===== src/verilog/dm_pkg.sv =====
// RISC-V debug specification definitions used by the debug module.
// Holds the DMI opcodes and response codes, the register map and the bit
// positions of the implemented dmcontrol, dmstatus and sbcs fields.
package dm_pkg;

  localparam int unsigned DmiAddrWidth = 7;

  // dmstatus version field, 2 means spec 0.13
  localparam logic [3:0] DmVersion = 4'd2;

  typedef enum logic [1:0] {
    DmiNop   = 2'h0,
    DmiRead  = 2'h1,
    DmiWrite = 2'h2
  } dmi_op_e;

  typedef enum logic [1:0] {
    DmiSuccess = 2'h0,
    DmiFailed  = 2'h2
  } dmi_resp_e;

  typedef enum logic [DmiAddrWidth-1:0] {
    Data0      = 7'h04,
    DmControl  = 7'h10,
    DmStatus   = 7'h11,
    Hartinfo   = 7'h12,
    Sbcs       = 7'h38,
    SbAddress0 = 7'h39,
    SbData0    = 7'h3C,
    HaltSum0   = 7'h40
  } dm_reg_e;

  // dmcontrol
  localparam int unsigned DmctlDmactive  = 0;
  localparam int unsigned DmctlNdmreset  = 1;
  localparam int unsigned DmctlHartselLo = 16;
  localparam int unsigned DmctlHaltreq   = 31;

  // dmstatus
  localparam int unsigned DmstAnyhalted  = 8;
  localparam int unsigned DmstAllhalted  = 9;
  localparam int unsigned DmstAnyunavail = 12;
  localparam int unsigned DmstAllunavail = 13;

  // sbcs, the error field is three bits wide
  localparam int unsigned SbcsAutoinc    = 16;
  localparam int unsigned SbcsReadonaddr = 20;
  localparam int unsigned SbcsBusy       = 21;
  localparam int unsigned SbcsBusyerror  = 22;
  localparam int unsigned SbcsError      = 12;

  // sberror code for an address that is not word aligned
  localparam logic [2:0] SbErrAlign = 3'd3;

  // sbversion 1, sbaccess fixed at 32 bit, sbasize 32, sbaccess32 supported
  localparam logic [31:0] SbcsStatic = (32'd1 << 29) | (32'd2 << 17) | (32'd32 << 5)
                                     | 32'h0000_0004;

endpackage


===== src/verilog/dbg_sys_pkg.sv =====
// System configuration of the debug subsystem.
// Fixes the hart slots, the system bus width and the capabilities that
// the debug module reports for every hart.
package dbg_sys_pkg;

  localparam int unsigned NrHarts      = 4;
  localparam int unsigned HartselWidth = 2;
  localparam int unsigned BusWidth     = 32;

  // hart 2 does not exist in this system
  localparam logic [NrHarts-1:0] SelectableHarts = 4'b1011;

  // nscratch [23:20], dataaccess [16], datasize [15:12], dataaddr [11:0]
  localparam logic [31:0] HartinfoValue = {8'h00, 4'd2, 3'b000, 1'b1, 4'd1, 12'h380};

endpackage


===== src/verilog/dm_csrs.sv =====
`timescale 1ns/1ps
// DMI register block of the debug module.
// Accepts one DMI request at a time, answers on the following edge and
// holds the response until the debugger takes it. Routes halt requests
// to the harts and hands system bus accesses to the bus engine.
module dm_csrs (
  input  logic                             clk_i,
  input  logic                             rst_ni,
  input  logic                             dmi_req_valid_i,
  output logic                             dmi_req_ready_o,
  input  dm_pkg::dm_reg_e                  dmi_req_addr_i,
  input  dm_pkg::dmi_op_e                  dmi_req_op_i,
  input  logic [31:0]                      dmi_req_data_i,
  output logic                             dmi_resp_valid_o,
  input  logic                             dmi_resp_ready_i,
  output logic [31:0]                      dmi_resp_data_o,
  output dm_pkg::dmi_resp_e                dmi_resp_op_o,
  input  logic [dbg_sys_pkg::NrHarts-1:0]  hart_halted_i,
  output logic [dbg_sys_pkg::NrHarts-1:0]  debug_req_o,
  output logic                             ndmreset_req_o,
  output logic                             sba_start_o,
  output logic                             sba_we_o,
  output logic [dbg_sys_pkg::BusWidth-1:0] sba_addr_o,
  output logic [dbg_sys_pkg::BusWidth-1:0] sba_wdata_o,
  output logic                             sba_autoinc_o,
  input  logic                             sba_busy_i,
  input  logic                             sba_done_i,
  input  logic [dbg_sys_pkg::BusWidth-1:0] sba_rdata_i,
  input  logic [dbg_sys_pkg::BusWidth-1:0] sba_next_addr_i
);

  logic                                 req_take;
  logic                                 ready_q;
  logic                                 resp_valid_d, resp_valid_q;
  dm_pkg::dmi_resp_e                    resp_op_d, resp_op_q;
  logic [31:0]                          resp_data_q;
  logic [31:0]                          rdata;
  logic [31:0]                          data0_d, data0_q;
  logic                                 dmactive_d, dmactive_q;
  logic                                 ndmreset_d, ndmreset_q;
  logic                                 haltreq_d, haltreq_q;
  logic [dbg_sys_pkg::HartselWidth-1:0] hartsel_d, hartsel_q;
  logic                                 autoinc_d, autoinc_q;
  logic                                 readonaddr_d, readonaddr_q;
  logic                                 busyerror_d, busyerror_q;
  logic [2:0]                           sberror_d, sberror_q;
  logic [dbg_sys_pkg::BusWidth-1:0]     sbaddress_d, sbaddress_q;
  logic [dbg_sys_pkg::BusWidth-1:0]     sbdata_d, sbdata_q;
  logic                                 sb_read_d, sb_read_q;
  logic [dbg_sys_pkg::NrHarts-1:0]      debug_req_d, debug_req_q;
  logic                                 sel_halted;
  logic                                 sel_unavail;

  assign req_take         = dmi_req_valid_i & dmi_req_ready_o;
  assign dmi_req_ready_o  = ready_q;
  assign dmi_resp_valid_o = resp_valid_q;
  assign dmi_resp_data_o  = resp_data_q;
  assign dmi_resp_op_o    = resp_op_q;
  assign debug_req_o      = debug_req_q;
  assign ndmreset_req_o   = ndmreset_q;
  assign sba_autoinc_o    = autoinc_q;

  // only one hart is selected at a time, so any and all agree
  assign sel_halted  = hart_halted_i[hartsel_q] & dbg_sys_pkg::SelectableHarts[hartsel_q];
  assign sel_unavail = ~dbg_sys_pkg::SelectableHarts[hartsel_q];

  // register read mux
  always_comb begin
    rdata = '0;
    case (dmi_req_addr_i)
      dm_pkg::Data0: rdata = data0_q;
      dm_pkg::DmControl: begin
        rdata[dm_pkg::DmctlHaltreq]  = haltreq_q;
        rdata[dm_pkg::DmctlHartselLo +: dbg_sys_pkg::HartselWidth] = hartsel_q;
        rdata[dm_pkg::DmctlNdmreset] = ndmreset_q;
        rdata[dm_pkg::DmctlDmactive] = dmactive_q;
      end
      dm_pkg::DmStatus: begin
        rdata[3:0]                    = dm_pkg::DmVersion;
        rdata[dm_pkg::DmstAnyhalted]  = sel_halted;
        rdata[dm_pkg::DmstAllhalted]  = sel_halted;
        rdata[dm_pkg::DmstAnyunavail] = sel_unavail;
        rdata[dm_pkg::DmstAllunavail] = sel_unavail;
      end
      dm_pkg::Hartinfo: rdata = dbg_sys_pkg::HartinfoValue;
      dm_pkg::HaltSum0: begin
        rdata[dbg_sys_pkg::NrHarts-1:0] = hart_halted_i & dbg_sys_pkg::SelectableHarts;
      end
      dm_pkg::Sbcs: begin
        rdata = dm_pkg::SbcsStatic;
        rdata[dm_pkg::SbcsBusyerror]  = busyerror_q;
        rdata[dm_pkg::SbcsBusy]       = sba_busy_i;
        rdata[dm_pkg::SbcsReadonaddr] = readonaddr_q;
        rdata[dm_pkg::SbcsAutoinc]    = autoinc_q;
        rdata[dm_pkg::SbcsError +: 3] = sberror_q;
      end
      dm_pkg::SbAddress0: rdata = sbaddress_q;
      dm_pkg::SbData0: rdata = sbdata_q;
      default: rdata = '0;
    endcase
  end

  // response code follows the request opcode
  always_comb begin
    case (dmi_req_op_i)
      dm_pkg::DmiNop, dm_pkg::DmiRead, dm_pkg::DmiWrite: resp_op_d = dm_pkg::DmiSuccess;
      default: resp_op_d = dm_pkg::DmiFailed;
    endcase
  end

  always_comb begin
    logic sb_touch;
    logic sb_access;
    sb_touch     = 1'b0;
    sb_access    = 1'b0;
    resp_valid_d = resp_valid_q;
    data0_d      = data0_q;
    dmactive_d   = dmactive_q;
    ndmreset_d   = ndmreset_q;
    haltreq_d    = haltreq_q;
    hartsel_d    = hartsel_q;
    autoinc_d    = autoinc_q;
    readonaddr_d = readonaddr_q;
    busyerror_d  = busyerror_q;
    sberror_d    = sberror_q;
    sbaddress_d  = sbaddress_q;
    sbdata_d     = sbdata_q;
    sb_read_d    = sb_read_q;
    sba_start_o  = 1'b0;
    sba_we_o     = 1'b0;
    sba_addr_o   = sbaddress_q;
    sba_wdata_o  = dmi_req_data_i;

    if (resp_valid_q && dmi_resp_ready_i) begin
      resp_valid_d = 1'b0;
    end
    if (req_take) begin
      resp_valid_d = 1'b1;
    end

    // finished bus access, no register write can collide while busy
    if (sba_done_i) begin
      sbaddress_d = sba_next_addr_i;
      if (sb_read_q) begin
        sbdata_d = sba_rdata_i;
      end
    end

    if (req_take && dmi_req_op_i == dm_pkg::DmiWrite) begin
      case (dmi_req_addr_i)
        dm_pkg::Data0: data0_d = dmi_req_data_i;
        dm_pkg::DmControl: begin
          dmactive_d = dmi_req_data_i[dm_pkg::DmctlDmactive];
          if (dmactive_d) begin
            ndmreset_d = dmi_req_data_i[dm_pkg::DmctlNdmreset];
            haltreq_d  = dmi_req_data_i[dm_pkg::DmctlHaltreq];
            hartsel_d  = dmi_req_data_i[dm_pkg::DmctlHartselLo +: dbg_sys_pkg::HartselWidth];
          end else begin
            ndmreset_d   = 1'b0;
            haltreq_d    = 1'b0;
            hartsel_d    = '0;
            autoinc_d    = 1'b0;
            readonaddr_d = 1'b0;
            busyerror_d  = 1'b0;
            sberror_d    = '0;
          end
        end
        dm_pkg::Sbcs: begin
          autoinc_d    = dmi_req_data_i[dm_pkg::SbcsAutoinc];
          readonaddr_d = dmi_req_data_i[dm_pkg::SbcsReadonaddr];
          // both error flags are write-one-to-clear
          if (dmi_req_data_i[dm_pkg::SbcsBusyerror]) begin
            busyerror_d = 1'b0;
          end
          if (|dmi_req_data_i[dm_pkg::SbcsError +: 3]) begin
            sberror_d = '0;
          end
        end
        dm_pkg::SbAddress0: begin
          sb_touch   = 1'b1;
          sb_access  = readonaddr_q;
          sba_addr_o = dmi_req_data_i;
          if (!sba_busy_i) begin
            sbaddress_d = dmi_req_data_i;
          end
        end
        dm_pkg::SbData0: begin
          sb_touch  = 1'b1;
          sb_access = 1'b1;
          sba_we_o  = 1'b1;
          if (!sba_busy_i) begin
            sbdata_d = dmi_req_data_i;
          end
        end
        default: ;
      endcase

      // no new access while the engine runs or an error is pending
      if (sb_touch && sba_busy_i) begin
        busyerror_d = 1'b1;
      end else if (sb_access && !busyerror_q && sberror_q == '0) begin
        if (sba_addr_o[1:0] != 2'b00) begin
          sberror_d = dm_pkg::SbErrAlign;
        end else begin
          sba_start_o = 1'b1;
          sb_read_d   = ~sba_we_o;
        end
      end
    end
  end

  // halt request from the registered dmcontrol fields
  always_comb begin
    debug_req_d = '0;
    if (dmactive_q && haltreq_q && dbg_sys_pkg::SelectableHarts[hartsel_q]) begin
      debug_req_d[hartsel_q] = 1'b1;
    end
  end

  always_ff @(posedge clk_i or negedge rst_ni) begin
    if (!rst_ni) begin
      ready_q      <= 1'b0;
      resp_valid_q <= 1'b0;
      resp_op_q    <= dm_pkg::DmiSuccess;
      dmactive_q   <= 1'b0;
      ndmreset_q   <= 1'b0;
      haltreq_q    <= 1'b0;
      hartsel_q    <= '0;
      autoinc_q    <= 1'b0;
      readonaddr_q <= 1'b0;
      busyerror_q  <= 1'b0;
      sberror_q    <= '0;
      sb_read_q    <= 1'b0;
      debug_req_q  <= '0;
    end else begin
      ready_q      <= ~resp_valid_d;
      resp_valid_q <= resp_valid_d;
      if (req_take) begin
        resp_op_q <= resp_op_d;
      end
      dmactive_q   <= dmactive_d;
      ndmreset_q   <= ndmreset_d;
      haltreq_q    <= haltreq_d;
      hartsel_q    <= hartsel_d;
      autoinc_q    <= autoinc_d;
      readonaddr_q <= readonaddr_d;
      busyerror_q  <= busyerror_d;
      sberror_q    <= sberror_d;
      sb_read_q    <= sb_read_d;
      debug_req_q  <= debug_req_d;
    end
  end

  always_ff @(posedge clk_i) begin
    if (req_take) begin
      resp_data_q <= rdata;
    end
    data0_q     <= data0_d;
    sbaddress_q <= sbaddress_d;
    sbdata_q    <= sbdata_d;
  end

endmodule


===== src/verilog/dm_sba.sv =====
`timescale 1ns/1ps
// System bus access engine of the debug module.
// Runs one word read or write per start pulse on the req/gnt/rvalid bus and
// reports completion with a done pulse, the read data and the next address.
module dm_sba (
  input  logic                               clk_i,
  input  logic                               rst_ni,
  input  logic                               sba_start_i,
  input  logic                               sba_we_i,
  input  logic [dbg_sys_pkg::BusWidth-1:0]   sba_addr_i,
  input  logic [dbg_sys_pkg::BusWidth-1:0]   sba_wdata_i,
  input  logic                               sba_autoinc_i,
  output logic                               sba_busy_o,
  output logic                               sba_done_o,
  output logic [dbg_sys_pkg::BusWidth-1:0]   sba_rdata_o,
  output logic [dbg_sys_pkg::BusWidth-1:0]   sba_next_addr_o,
  output logic                               sb_req_o,
  output logic                               sb_we_o,
  output logic [dbg_sys_pkg::BusWidth-1:0]   sb_addr_o,
  output logic [dbg_sys_pkg::BusWidth/8-1:0] sb_be_o,
  output logic [dbg_sys_pkg::BusWidth-1:0]   sb_wdata_o,
  input  logic                               sb_gnt_i,
  input  logic                               sb_rvalid_i,
  input  logic [dbg_sys_pkg::BusWidth-1:0]   sb_rdata_i
);

  typedef enum logic [1:0] {
    Idle,
    Request,
    WaitResp
  } state_e;

  state_e                           state_q;
  logic                             done_q;
  logic                             we_q;
  logic                             autoinc_q;
  logic [dbg_sys_pkg::BusWidth-1:0] addr_q;
  logic [dbg_sys_pkg::BusWidth-1:0] wdata_q;
  logic [dbg_sys_pkg::BusWidth-1:0] rdata_q;

  always_ff @(posedge clk_i or negedge rst_ni) begin
    if (!rst_ni) begin
      state_q <= Idle;
      done_q  <= 1'b0;
    end else begin
      done_q <= 1'b0;
      case (state_q)
        Idle: begin
          if (sba_start_i) begin
            state_q <= Request;
          end
        end
        // request stays up until the bus grants it
        Request: begin
          if (sb_gnt_i) begin
            state_q <= WaitResp;
          end
        end
        WaitResp: begin
          if (sb_rvalid_i) begin
            state_q <= Idle;
            done_q  <= 1'b1;
          end
        end
        default: state_q <= Idle;
      endcase
    end
  end

  // operation captured at start, read data at the response
  always_ff @(posedge clk_i) begin
    if (state_q == Idle && sba_start_i) begin
      we_q      <= sba_we_i;
      addr_q    <= sba_addr_i;
      wdata_q   <= sba_wdata_i;
      autoinc_q <= sba_autoinc_i;
    end
    if (state_q == WaitResp && sb_rvalid_i && !we_q) begin
      rdata_q <= sb_rdata_i;
    end
  end

  assign sb_req_o   = (state_q == Request);
  assign sb_we_o    = we_q;
  assign sb_addr_o  = addr_q;
  assign sb_wdata_o = wdata_q;
  assign sb_be_o    = '1;

  // busy covers the done cycle so no new access overlaps the write-back
  assign sba_busy_o      = (state_q != Idle) | done_q;
  assign sba_done_o      = done_q;
  assign sba_rdata_o     = rdata_q;
  assign sba_next_addr_o = autoinc_q
                         ? addr_q + dbg_sys_pkg::BusWidth'(dbg_sys_pkg::BusWidth / 8)
                         : addr_q;

endmodule


===== src/verilog/dm_rst_gen.sv =====
`timescale 1ns/1ps
// Non-debug reset generator.
// Merges the system reset with the dmcontrol ndmreset request, masked in
// test mode, and releases the result through a two-flop synchronizer.
module dm_rst_gen (
  input  logic clk_i,
  input  logic rst_ni,
  input  logic test_en_i,
  input  logic ndmreset_req_i,
  output logic ndmreset_no
);

  logic       rst_comb_n;
  logic [1:0] sync_q;

  // in test mode only the system reset reaches the harts
  assign rst_comb_n = rst_ni & (test_en_i | ~ndmreset_req_i);

  // assert at once, release two edges after the cause is gone
  always_ff @(posedge clk_i or negedge rst_comb_n) begin
    if (!rst_comb_n) begin
      sync_q <= 2'b00;
    end else begin
      sync_q <= {sync_q[0], 1'b1};
    end
  end

  assign ndmreset_no = sync_q[1];

endmodule


===== src/verilog/debug_system.sv =====
`timescale 1ns/1ps
// Top level of the external debug subsystem.
// The debugger drives the DMI port directly, system bus accesses leave on
// the native req/gnt/rvalid port and ndmreset_no resets the rest of the SoC.
module debug_system (
  input  logic                               clk_i,
  input  logic                               rst_ni,
  input  logic                               test_en_i,
  output logic                               ndmreset_no,
  input  logic                               dmi_req_valid_i,
  output logic                               dmi_req_ready_o,
  input  dm_pkg::dm_reg_e                    dmi_req_addr_i,
  input  dm_pkg::dmi_op_e                    dmi_req_op_i,
  input  logic [31:0]                        dmi_req_data_i,
  output logic                               dmi_resp_valid_o,
  input  logic                               dmi_resp_ready_i,
  output logic [31:0]                        dmi_resp_data_o,
  output dm_pkg::dmi_resp_e                  dmi_resp_op_o,
  input  logic [dbg_sys_pkg::NrHarts-1:0]    hart_halted_i,
  output logic [dbg_sys_pkg::NrHarts-1:0]    debug_req_o,
  output logic                               sb_req_o,
  output logic                               sb_we_o,
  output logic [dbg_sys_pkg::BusWidth-1:0]   sb_addr_o,
  output logic [dbg_sys_pkg::BusWidth/8-1:0] sb_be_o,
  output logic [dbg_sys_pkg::BusWidth-1:0]   sb_wdata_o,
  input  logic                               sb_gnt_i,
  input  logic                               sb_rvalid_i,
  input  logic [dbg_sys_pkg::BusWidth-1:0]   sb_rdata_i
);

  // register block to bus engine
  logic                             sba_start;
  logic                             sba_we;
  logic [dbg_sys_pkg::BusWidth-1:0] sba_addr;
  logic [dbg_sys_pkg::BusWidth-1:0] sba_wdata;
  logic                             sba_autoinc;
  logic                             sba_busy;
  logic                             sba_done;
  logic [dbg_sys_pkg::BusWidth-1:0] sba_rdata;
  logic [dbg_sys_pkg::BusWidth-1:0] sba_next_addr;
  logic                             ndmreset_req;

  dm_csrs i_dm_csrs (
    .clk_i,
    .rst_ni,
    .dmi_req_valid_i,
    .dmi_req_ready_o,
    .dmi_req_addr_i,
    .dmi_req_op_i,
    .dmi_req_data_i,
    .dmi_resp_valid_o,
    .dmi_resp_ready_i,
    .dmi_resp_data_o,
    .dmi_resp_op_o,
    .hart_halted_i,
    .debug_req_o,
    .ndmreset_req_o  (ndmreset_req),
    .sba_start_o     (sba_start),
    .sba_we_o        (sba_we),
    .sba_addr_o      (sba_addr),
    .sba_wdata_o     (sba_wdata),
    .sba_autoinc_o   (sba_autoinc),
    .sba_busy_i      (sba_busy),
    .sba_done_i      (sba_done),
    .sba_rdata_i     (sba_rdata),
    .sba_next_addr_i (sba_next_addr)
  );

  dm_sba i_dm_sba (
    .clk_i,
    .rst_ni,
    .sba_start_i     (sba_start),
    .sba_we_i        (sba_we),
    .sba_addr_i      (sba_addr),
    .sba_wdata_i     (sba_wdata),
    .sba_autoinc_i   (sba_autoinc),
    .sba_busy_o      (sba_busy),
    .sba_done_o      (sba_done),
    .sba_rdata_o     (sba_rdata),
    .sba_next_addr_o (sba_next_addr),
    .sb_req_o,
    .sb_we_o,
    .sb_addr_o,
    .sb_be_o,
    .sb_wdata_o,
    .sb_gnt_i,
    .sb_rvalid_i,
    .sb_rdata_i
  );

  dm_rst_gen i_dm_rst_gen (
    .clk_i,
    .rst_ni,
    .test_en_i,
    .ndmreset_req_i (ndmreset_req),
    .ndmreset_no
  );

endmodule


===== config.mk =====
export PLATFORM = sky130hd
export DESIGN_NAME = debug_system
export DESIGN_NICKNAME = d
export VERILOG_FILES = /design/src/verilog/dm_pkg.sv /design/src/verilog/dbg_sys_pkg.sv /design/src/verilog/dm_csrs.sv /design/src/verilog/dm_sba.sv /design/src/verilog/dm_rst_gen.sv /design/src/verilog/debug_system.sv
export SDC_FILE = /design/constraint.sdc
export NUM_CORES = 1
export LEC_CHECK = 0
export BUFFER_PORTS_ARGS = -buffer_cell sky130_fd_sc_hd__buf_2
export CORE_ASPECT_RATIO = 0.6
export CORE_MARGIN = 2
export CORE_UTILIZATION = 30
export CTS_CLUSTER_SIZE = 10
export DETAILED_ROUTE_END_ITERATION = 6
export SETUP_SLACK_MARGIN = 0.1
export SLEW_MARGIN = 40
export SYNTH_ARGS = -nofsm -noshare
export SYNTH_HDL_FRONTEND = slang
export SYNTH_HIERARCHICAL = 1
export SYNTH_SLANG_ARGS = --single-unit

===== constraint.sdc =====
create_clock -name clk_i -period 0.85 [get_ports clk_i]
set_clock_uncertainty 0.05 [all_clocks]
set_input_delay 0.17 -clock clk_i [delete_from_list [all_inputs] [get_ports clk_i]]
set_output_delay 0.17 -clock clk_i [all_outputs]
set_load 0.05 [all_outputs]

==> out/metrics.yaml, run 1 <==
maxCapViolCount: 0
gp_congestion: 0.893
clockBufferDepth: 3
track_usage_pct: 21.4
instances_no_fill: 1803
fp.dieArea_sq_um: 37600
wl_um: 43600
clockPowerShare_pct: 41.4
cts_buffers: 28
powerDensity_nw_per_um2: 1480
wl_met3_um: 3740
placedInstanceArea_sq_um: 14300
dp.cells: 1626
routed_via_density: 5.15
yosys.area_share.adder_pct: 0.116
peakVddDrop_mv: 1.39
path_class: "register to register"
htree_levels: 1
synth-edff-count: 162
maxSlewHeadroom_pct: 65.2
rsz0062_at_grt: "yes"
power.net_switching_w: 0.00656
slowest_stage: "or4_4"
clock-root-buffer: "clkbuf_16"
cts.sinks: 250
rows: 53
worst_pin_slew_ns: 0.523
antenna_found_initial: 0
setup_slack_ns: -1.54
hp-class: "input pin to register"
switching_share_pct: 24.1
core_sq_um: 35200
run_status: "finished with violations"
grt_pass1_wl_um: 59000
hold_viol: 73
critPathArrivalTime_ns: 2.62
syn_inst: 852
yosys.area.top_type_share_pct: 45.0
fin_total_pwr_w: 0.0273
fin_crit_sh_pct: 282
start_util_pct: 30.7
wl_met2_um: 19300
ios: 195
ys_warn_count: 6
first_pass_iters: 6
maxSlewViolCount: 0
synthTopCellsByArea: "edfxtp_1 45%, dfxtp_1 12%, mux2i_1 6.5%"
wire_per_inst_um: 24.2
failed_checks: "hold timing, setup timing"
synth_top_family_by_area: "multiplexers"
synth-xor-area-share_pct: 2.43
finalSetupViolCount: 420
first_global_vias: 8905
synth.distinct_cells: 65
port_buffers: 188
ys_seq_area_share_pct: 62.5
dr.first_iter.drc_count: 895
synth-simple-area-share_pct: 9.84
tritoncts: "done"
preCtsSetupSlack_ns: -1.54
power_frac_comb_pct: 10.0
path_common_cell: "buf_6"
area_growth_pct: 70.4
wl_met1_um: 19600
post-route-min-period_ns: 2.39
avgSynthCellArea_sq_um: 12.7
drc: 0
synth_compound_area_share_pct: 9.05
antenna_cells: 0
finish.instance_area_sq_um: 18400
top_layer: "met4"
die_w_um: 249
grt_overflow: 0
dpl.hpwl_um: 26500
die_y_um: 151
intPower_w: 0.0207
critPathRequiredTime_ns: 1.07
async_flop_share_pct: 9.60
fin_nets: 1399
grt_max_degree: 34
fmax_mhz: 418
crit_path_start_kind: "register"
path_cells: "or4_4 -> a211oi_2 -> o211ai_1 -> nor2_1 -> nor3b_4 -> buf_6 -> buf_6 -> buf_16"
synthFlopType: "edfxtp_1"
endpoint_kind: "register"
synthMuxAreaShare_pct: 10.0
syn_area_sq_um: 10800
leakage_nw: 7.51
drive_gt1_share_pct: 53.6
antenna_left: 0
max_stage_delay_ns: 0.53
yosys.area.top_type: "edfxtp_1"
seqPwrFrac_pct: 48.6
clk_pin_slew_ns: 0.06
cp_max_fo: 6
vias: 9286
ys_ff_latch: 250
finalHoldWorstSlack_ns: -0.114
clk_latency_ns: 0.56
==> layout by cell type (no fill, tap or decap), drive strengths merged, types with 3 or more instances in the layout <==
| cell type | n |
|---|---|
| nand2b | 4 |
| dfxtp | 64 |
| o21ai | 14 |
| nor2b | 6 |
| xnor2 | 22 |
| and2 | 6 |
| edfxtp | 162 |
| a222oi | 16 |
| buf | 456 |
| clkbuf | 61 |
| xor2 | 8 |
| nor2 | 50 |
| a32oi | 5 |
| nand2 | 32 |
| conb | 7 |
| nor4 | 4 |
| inv | 26 |
| o31ai | 4 |
| mux2i | 70 |
| nor3 | 39 |
| a22oi | 6 |
| nand3 | 19 |
| nand4 | 13 |
| dfrtp | 24 |
| dlygate4sd3 | 49 |
| a221o | 9 |
| and3 | 7 |
| mux2 | 34 |
| o22ai | 6 |
| nand4b | 4 |
| a21oi | 71 |
| or4 | 3 |
==> worst max-delay path: cells and delay by family, from the launching register on <==
family | cells | cell delay, ns
compound gates | 2 | 0.33
buf+inv | 3 | 0.42
flops | 1 | 0.38
simple gates | 3 | 0.93
==> power by group through the flow <==
stage	Clock, W	Combinational [W]	Sequential (W)
final	0.0113	0.00274	0.0133
after global routing	0.0120	0.00286	0.0133
after CTS	0.0114	0.00232	0.0132
after detailed placement	0	0.00203	0.0135
after global placement	0	0.00201	0.0135
after floorplan	0	0.000588	0.0139
==> final timing paths <==
path	startpoint	end	slack (ns)	cells past startpoint
worst max-delay path	i_dm_csrs/busyerror_q	i_dm_sba/sb_wdata_o[18]	-1.54	8
worst min-delay path	dmi_req_data_i[4]	i_dm_sba/sb_addr_o[4]	-0.11	2
worst max register to register	i_dm_csrs/busyerror_q	i_dm_sba/sb_wdata_o[18]	-1.54	8
worst min register to register	i_dm_rst_gen/sync_q[0]	i_dm_rst_gen/sync_q[1]	0.30	0
max in group asynchronous	i_dm_csrs/ndmreset_req_o	i_dm_rst_gen/sync_q[1]	0.20	2
min in group asynchronous	rst_ni	i_dm_rst_gen/sync_q[0]	0.07	3
==> synth_stat cells, types with 14 or more instances <==
cell        n
edfxtp_1  162
a21oi_1    70
mux2i_1    70
dfxtp_1    64
nor2_1     49
buf_4      40
nor3_1     39
mux2_2     34
nand2_1    32
clkbuf_1   28
inv_1      27
dfrtp_1    24
xnor2_1    22
nand3_1    19
a222oi_1   16
o21ai_0    14
==> state kept, by name (all words and copies together) (netlist names), 2 cells and up <==
name,cells
i_dm_sba/sba_rdata_o,32
i_dm_csrs/debug_req_o,4
i_dm_sba/sb_addr_o,32
i_dm_csrs/dmi_resp_data_o,32
i_dm_csrs/data0_q,32
i_dm_rst_gen/sync_q,2
i_dm_csrs/sberror_q,3
i_dm_sba/state_q,2
i_dm_csrs/hartsel_q,2
i_dm_sba/sb_wdata_o,32
i_dm_csrs/sbaddress_q,32
i_dm_csrs/sbdata_q,32
==> per-layer routing <==
metal | track usage [%] | up-vias
met2 | 32.7 | 454
met4 | 4.21 | 0
li1 | - | 4088
met3 | 5.07 | 61
met5 | 0 | -
met1 | 31.0 | 4683
==> through the flow <==
stage,hold slack (ns),util [%],TNS (ns)
2_1_floorplan,-0.176,-,-381.83
3_3_place_gp,0.0900,40.7,-322.82
3_5_place_dp,0.0916,40.7,-326.87
4_1_cts,-0.127,47.6,-362.99
5_1_grt,-0.119,52.3,-372.45
6_report,-0.114,52.3,-354.25
==> layout make-up <==
cell class                      count  area [sq um]
Tap cell                          467           584
Clock buffer                       52           812
Timing Repair Buffer              516          5690
Fill cell                        2949         16800
Inverter                           27           105
Sequential cell                   250          6760
Multi-Input combinational cell    491          4450
==> logic make-up (layout without fill, tap and decap cells) <==
| family | after synthesis | in the layout |
|---|---|---|
| and+or+nand+nor | 201 | 201 |
| adders and majority gates | 1 | 1 |
| muxes | 104 | 104 |
| buffers and inverters | 115 | 595 |
| DFF | 250 | 250 |
| other | 3 | 7 |
| AOI/OAI and AO/OA | 148 | 148 |
| xor gates and xnor gates | 30 | 30 |
==> what timing repair did <==
item / CTS / global route
buffers inserted: 28 / 45
hold endpoints to repair: 192 / 100
endpoints found under the setup margin: 419 / 433
gates resized for setup: 133 / 421
gates cloned: 15 / 10
hold buffers: 51 / 8
pin swaps: 6 / 32
Power figures use the tool's default switching activity.
==> run 2: changes to the inputs <==
==> constraint.sdc (replaced) <==
create_clock -name clk_i -period 0.85 [get_ports clk_i]
set_clock_uncertainty 0.05 [all_clocks]
set_input_delay 0.085 -clock clk_i [delete_from_list [all_inputs] [get_ports clk_i]]
set_output_delay 0.085 -clock clk_i [all_outputs]
set_load 0.05 [all_outputs]
==> run 2 against run 1 <==
The run still ends with hold timing, setup timing left. Sequential cell count unchanged. Sequential power about the same. Via count about the same. Clock-buffer cell count decreased by 5. Sequential share of layout area decreased by 0.33 points. Critical path depth decreased by 1. Critical path type unchanged.
==> out/metrics.yaml, run 2 (synthesis gave the netlist of run 1 again) <==
run_status: "finished with violations"
failed_checks: "hold timing, setup timing"
peakVddDrop_mv: 1.20
first_global_vias: 8791
dp.cells: 1620
fin_nets: 1411
grt_pass1_wl_um: 56100
hp-class: "input pin to register"
leakage_nw: 7.59
clock-root-buffer: "clkbuf_16"
slowest_stage: "or4_4"
mostFrequentLayoutCells: "162 x edfxtp_1, 145 x buf_6, 142 x buf_4"
clk_latency_ns: 0.55
drive_gt1_share_pct: 54.1
ios: 195
wl_um: 42000
cts_buffers: 29
powerDensity_nw_per_um2: 1470
grt_max_degree: 43
antenna_left: 0
fmax_mhz: 418
hold_end: "i_dm_sba/sb_addr_o[27]"
path_class: "register to register"
r2r_setup_slack_ns: -1.54
tns_ns: -336.26
critPathArrivalTime_ns: 2.60
fin_crit_sh_pct: 282
hold_viol: 20
post-route-min-period_ns: 2.39
holdCritStartpoint: "dmi_req_data_i[27]"
track_usage_pct: 20.1
endpoint_kind: "register"
max_stage_delay_ns: 0.55
first_pass_iters: 5
clk_pin_slew_ns: 0.06
rows: 53
htree_levels: 1
maxSlewViolCount: 0
core_sq_um: 35200
area_growth_pct: 71.9
dr.first_iter.drc_count: 703
r2r_cells: 7
finalSetupViolCount: 415
antenna_found_initial: 2
tritoncts: "done"
die_w_um: 249
cp_max_fo: 16
reg2reg_from: "i_dm_csrs/busyerror_q"
cts.sinks: 250
setup_slack_ns: -1.54
dpl.hpwl_um: 25400
port_buffers: 188
vias: 9293
critPathRequiredTime_ns: 1.05
rsz0062_at_grt: "yes"
fin_total_pwr_w: 0.0272
path_delay_family: "simple AND/OR/NAND/NOR gates"
gp_congestion: 0.904
path_cells: "or4_4 -> a211oi_4 -> o211ai_1 -> nor2_1 -> nor3b_4 -> buf_12 -> buf_12"
path_common_cell: "buf_12"
drc: 0
crit_path_start_kind: "register"
instances_no_fill: 1814
hold_path_depth: 2
timing.rr.end: "i_dm_sba/sb_wdata_o[23]"
die_y_um: 151
fp.dieArea_sq_um: 37600
final_common_cell: "edfxtp_1"
wire_per_inst_um: 23.1
crit_buf_inv: 2
finalHoldWorstSlack_ns: -0.174
final_util_pct: 52.7
start_util_pct: 30.7
grt_overflow: 0
routed_via_density: 5.12
maxCapViolCount: 0
clockBufferDepth: 3
[run 2: worst max path at each step]
stage                                    to  depth (start not counted)  slack (ns)                  start
CTS                  i_dm_sba/sb_wdata_o[7]                          7       -1.52  i_dm_csrs/busyerror_q
global route        i_dm_sba/sb_wdata_o[28]                          7       -1.58  i_dm_csrs/busyerror_q
finish              i_dm_sba/sb_wdata_o[23]                          7       -1.54  i_dm_csrs/busyerror_q
global placement     i_dm_sba/sb_wdata_o[5]                          7       -1.49  i_dm_csrs/busyerror_q
floorplan                i_dm_sba/autoinc_q                          5       -2.70  i_dm_csrs/busyerror_q
detailed placement   i_dm_sba/sb_wdata_o[4]                          7       -1.50  i_dm_csrs/busyerror_q
[run 2: through the flow]
step                area, sq um  setup slack, ns
floorplan                 11300            -2.70
finish                    18600            -1.54
global placement          14200            -1.49
CTS                       16600            -1.52
global route              18600            -1.58
detailed placement        14200            -1.50
[run 2: area by class of cell]
cell class                 instances  area, sq um
fill                            2867        16600
sequential                       250         6760
timing repair buffer             527         5700
multi-input combinational        491         4610
clock buffer                      47          793
tap                              467          584
inverter                          27          105
clock inverter                     3         16.3
antenna                            2         5.00
[run 2: where the power goes]
| part | internal (W) | switching (W) |
|---|---|---|
| sequential | 0.0131 | 0.000129 |
| clock | 0.00630 | 0.00490 |
| combinational | 0.00123 | 0.00152 |
| total | 0.0207 | 0.00655 |
[run 2: repair_timing]
action                                  in CTS  in global routing
resized for setup                          113                499
gates cloned                                13                 14
pin swaps                                   15                 34
endpoints found under the setup margin     419                435
endpoints found under the hold margin      224                 56
setup buffers                               15                 43
hold buffers                                72                  8
[run 2: layer usage]
| metal | track usage, % | vias up | wire length [um] |
|---|---|---|---|
| met2 | 30.5 | 453 | 18400 |
| met5 | 0 | - | 0 |
| met4 | 4.09 | 0 | 845 |
| met3 | 4.50 | 58 | 4340 |
| met1 | 29.5 | 4668 | 18400 |
| li1 | - | 4114 | - |
==> run 3: changes to the inputs <==
CTS_BUF_LIST = sky130_fd_sc_hd__clkbuf_4 sky130_fd_sc_hd__clkbuf_8   (was default)
==> run 3 against run 2 <==
The run still ends with hold timing, setup timing left. Register-to-register slack barely moved. Combinational power is 5% lower. Setup slack got worse by 0.0073 ns. Total power rose by 0.53%. Final area hardly changed. Global-route usage rose by 0.33 points.
==> out/metrics.yaml, run 3 (synthesis gave the netlist of run 1 again) <==
path_depth: 7
routed_via_density: 5.06
final_util_pct: 52.7
tritoncts: "done"
first_pass_iters: 6
intPower_w: 0.0207
timing.rr.end: "i_dm_sba/sb_addr_o[12]"
endpoint_kind: "register"
antenna_found_initial: 1
antenna_left: 0
crit_path_end: "i_dm_sba/sb_addr_o[12]"
gp_congestion: 0.904
port_buffers: 188
cts.sinks: 250
finalHoldWorstSlack_ns: -0.0747
crit_buf_inv: 2
preCtsSetupSlack_ns: -1.50
crit_start: "i_dm_csrs/busyerror_q"
drive_gt1_share_pct: 54.2
path_class: "register to register"
run_status: "finished with violations"
wl_met1_um: 18500
grt_overflow: 0
clockPowerShare_pct: 42.0
htree_levels: 2
fp.dieArea_sq_um: 37600
worst_pin_slew_ns: 0.492
post-route-min-period_ns: 2.40
failed_checks: "hold timing, setup timing"
seqPwrFrac_pct: 48.5
reg2reg_from: "i_dm_csrs/busyerror_q"
fmax_mhz: 416
powerDensity_nw_per_um2: 1470
setup_slack_ns: -1.55
power.net_switching_w: 0.00665
slowest_stage: "or4_4"
top_layer: "met4"
wire_per_inst_um: 22.6
wl_met3_um: 4400
rsz0062_at_grt: "yes"
maxSlewViolCount: 0
cts_buffers: 40
wl_met2_um: 18400
fin_total_pwr_w: 0.0274
grt_max_degree: 43
maxCapViolCount: 0
crit_path_start_kind: "register"
wl_um: 41900
die_w_um: 249
clk_latency_ns: 0.57
peakVddDrop_mv: 1.04
max_stage_delay_ns: 0.55
drc: 0
die_y_um: 151
leakage_nw: 7.67
start_util_pct: 30.7
final_common_cell: "edfxtp_1"
placedInstanceArea_sq_um: 14200
cp_max_fo: 13
fin_crit_sh_pct: 283
finalSetupViolCount: 424
rows: 53
fin_nets: 1437
clock-root-buffer: "clkbuf_8"
r2r_cells: 7
critPathRequiredTime_ns: 1.07
finish.instance_area_sq_um: 18600
dpl.hpwl_um: 25400
switching_share_pct: 24.3
clk_pin_slew_ns: 0.07
ctsHoldBuffers: 71
track_usage_pct: 20.5
clockBufferDepth: 3
dr.first_iter.drc_count: 730
vias: 9362
mostFrequentLayoutCells: "162 x edfxtp_1, 159 x buf_4, 144 x buf_6"
path_cells: "or4_4 -> a211oi_4 -> o211ai_1 -> nor2_1 -> nor3b_4 -> buf_12 -> clkbuf_16"
hold_viol: 38
first_global_vias: 8986
core_sq_um: 35200
critPathArrivalTime_ns: 2.62
area_growth_pct: 71.8
power_frac_comb_pct: 9.6
hp-class: "input pin to register"
r2r_setup_slack_ns: -1.55
ios: 195
path_delay_family: "simple AND/OR/NAND/NOR gates"
grt_pass1_wl_um: 56700
maxSlewHeadroom_pct: 66.9
run 3: cell types whose count changed in the layout (fill, tap and decap cells not counted), sizes merged:
cell | previous run | this run
clkbuf | 56 | 74
buf | 446 | 462
dlymetal6s4s | 3 | 0
bufinv | 0 | 2
clkinvlp | 1 | 3
dlygate4sd3 | 69 | 71
bufbuf | 0 | 1
clkinv | 3 | 2
diode | 2 | 1
or4 | 3 | 4
run 3: metal layers:
layer  vias up  global-route usage (%)
met4         0                    4.52
met3        51                    5.09
li1       4156                       -
met2       465                    31.3
met1      4690                    29.3
met5         -                       0
run 3: worst min path at each step:
stage	startpoint	to	slack, ns	cells past startpoint
CTS	dmi_req_data_i[0]	i_dm_sba/sb_wdata_o[0]	-0.13	2
floorplan	rst_ni	i_dm_csrs/busyerror_q	-0.26	0
detailed placement	test_en_i	i_dm_rst_gen/sync_q[0]	-0.006	3
global placement	test_en_i	i_dm_rst_gen/sync_q[0]	-0.01	3
finish	dmi_req_data_i[0]	i_dm_sba/sb_wdata_o[0]	-0.07	2
global route	dmi_req_data_i[0]	i_dm_sba/sb_wdata_o[0]	-0.08	2
run 3: area by class of cell:
| type | instances | area (sq um) |
|---|---|---|
| Antenna cell | 1 | 2.50 |
| Clock buffer | 67 | 785 |
| Fill cell | 2874 | 16700 |
| Multi-Input combinational cell | 492 | 4490 |
| Sequential cell | 250 | 6750 |
| Inverter | 27 | 105 |
| Timing Repair Buffer | 541 | 5750 |
| Tap cell | 467 | 584 |
| Clock inverter | 6 | 85.1 |
run 3: per-stage QoR:
step,hold slack (ns),setup TNS [ns],cells
6_report,-0.0747,-340.76,1851
2_1_floorplan,-0.261,-378.03,856
4_1_cts,-0.130,-331.67,1808
3_3_place_gp,-0.0137,-305.62,1620
5_1_grt,-0.0777,-357.31,1851
3_5_place_dp,-0.00646,-308.04,1620
run 3: power by group through the flow:
stage / registers [W] / clock network [W] / logic (W)
6_report: 0.0133 / 0.0115 / 0.00262
2_1_floorplan: 0.0139 / 0 / 0.000591
4_1_cts: 0.0133 / 0.0117 / 0.00241
3_5_place_dp: 0.0135 / 0 / 0.00191
5_1_grt: 0.0133 / 0.0122 / 0.00275
3_3_place_gp: 0.0135 / 0 / 0.00189
run 3: repair_timing:
item,CTS,global route
endpoints found under the setup margin,419,429
setup buffers,36,47
endpoints found under the hold margin,229,19
pin swaps,28,19
gates resized for setup,330,169
gates cloned,14,12
run 3: worst register-to-register path, cell delays in order, from the launching register on:
cell and delay (ns):
dfrtp_1 0.39, or4_4 0.55, a211oi_4 0.19, o211ai_1 0.15, nor2_1 0.14, nor3b_4 0.23
buf_12 0.19, clkbuf_16 0.20
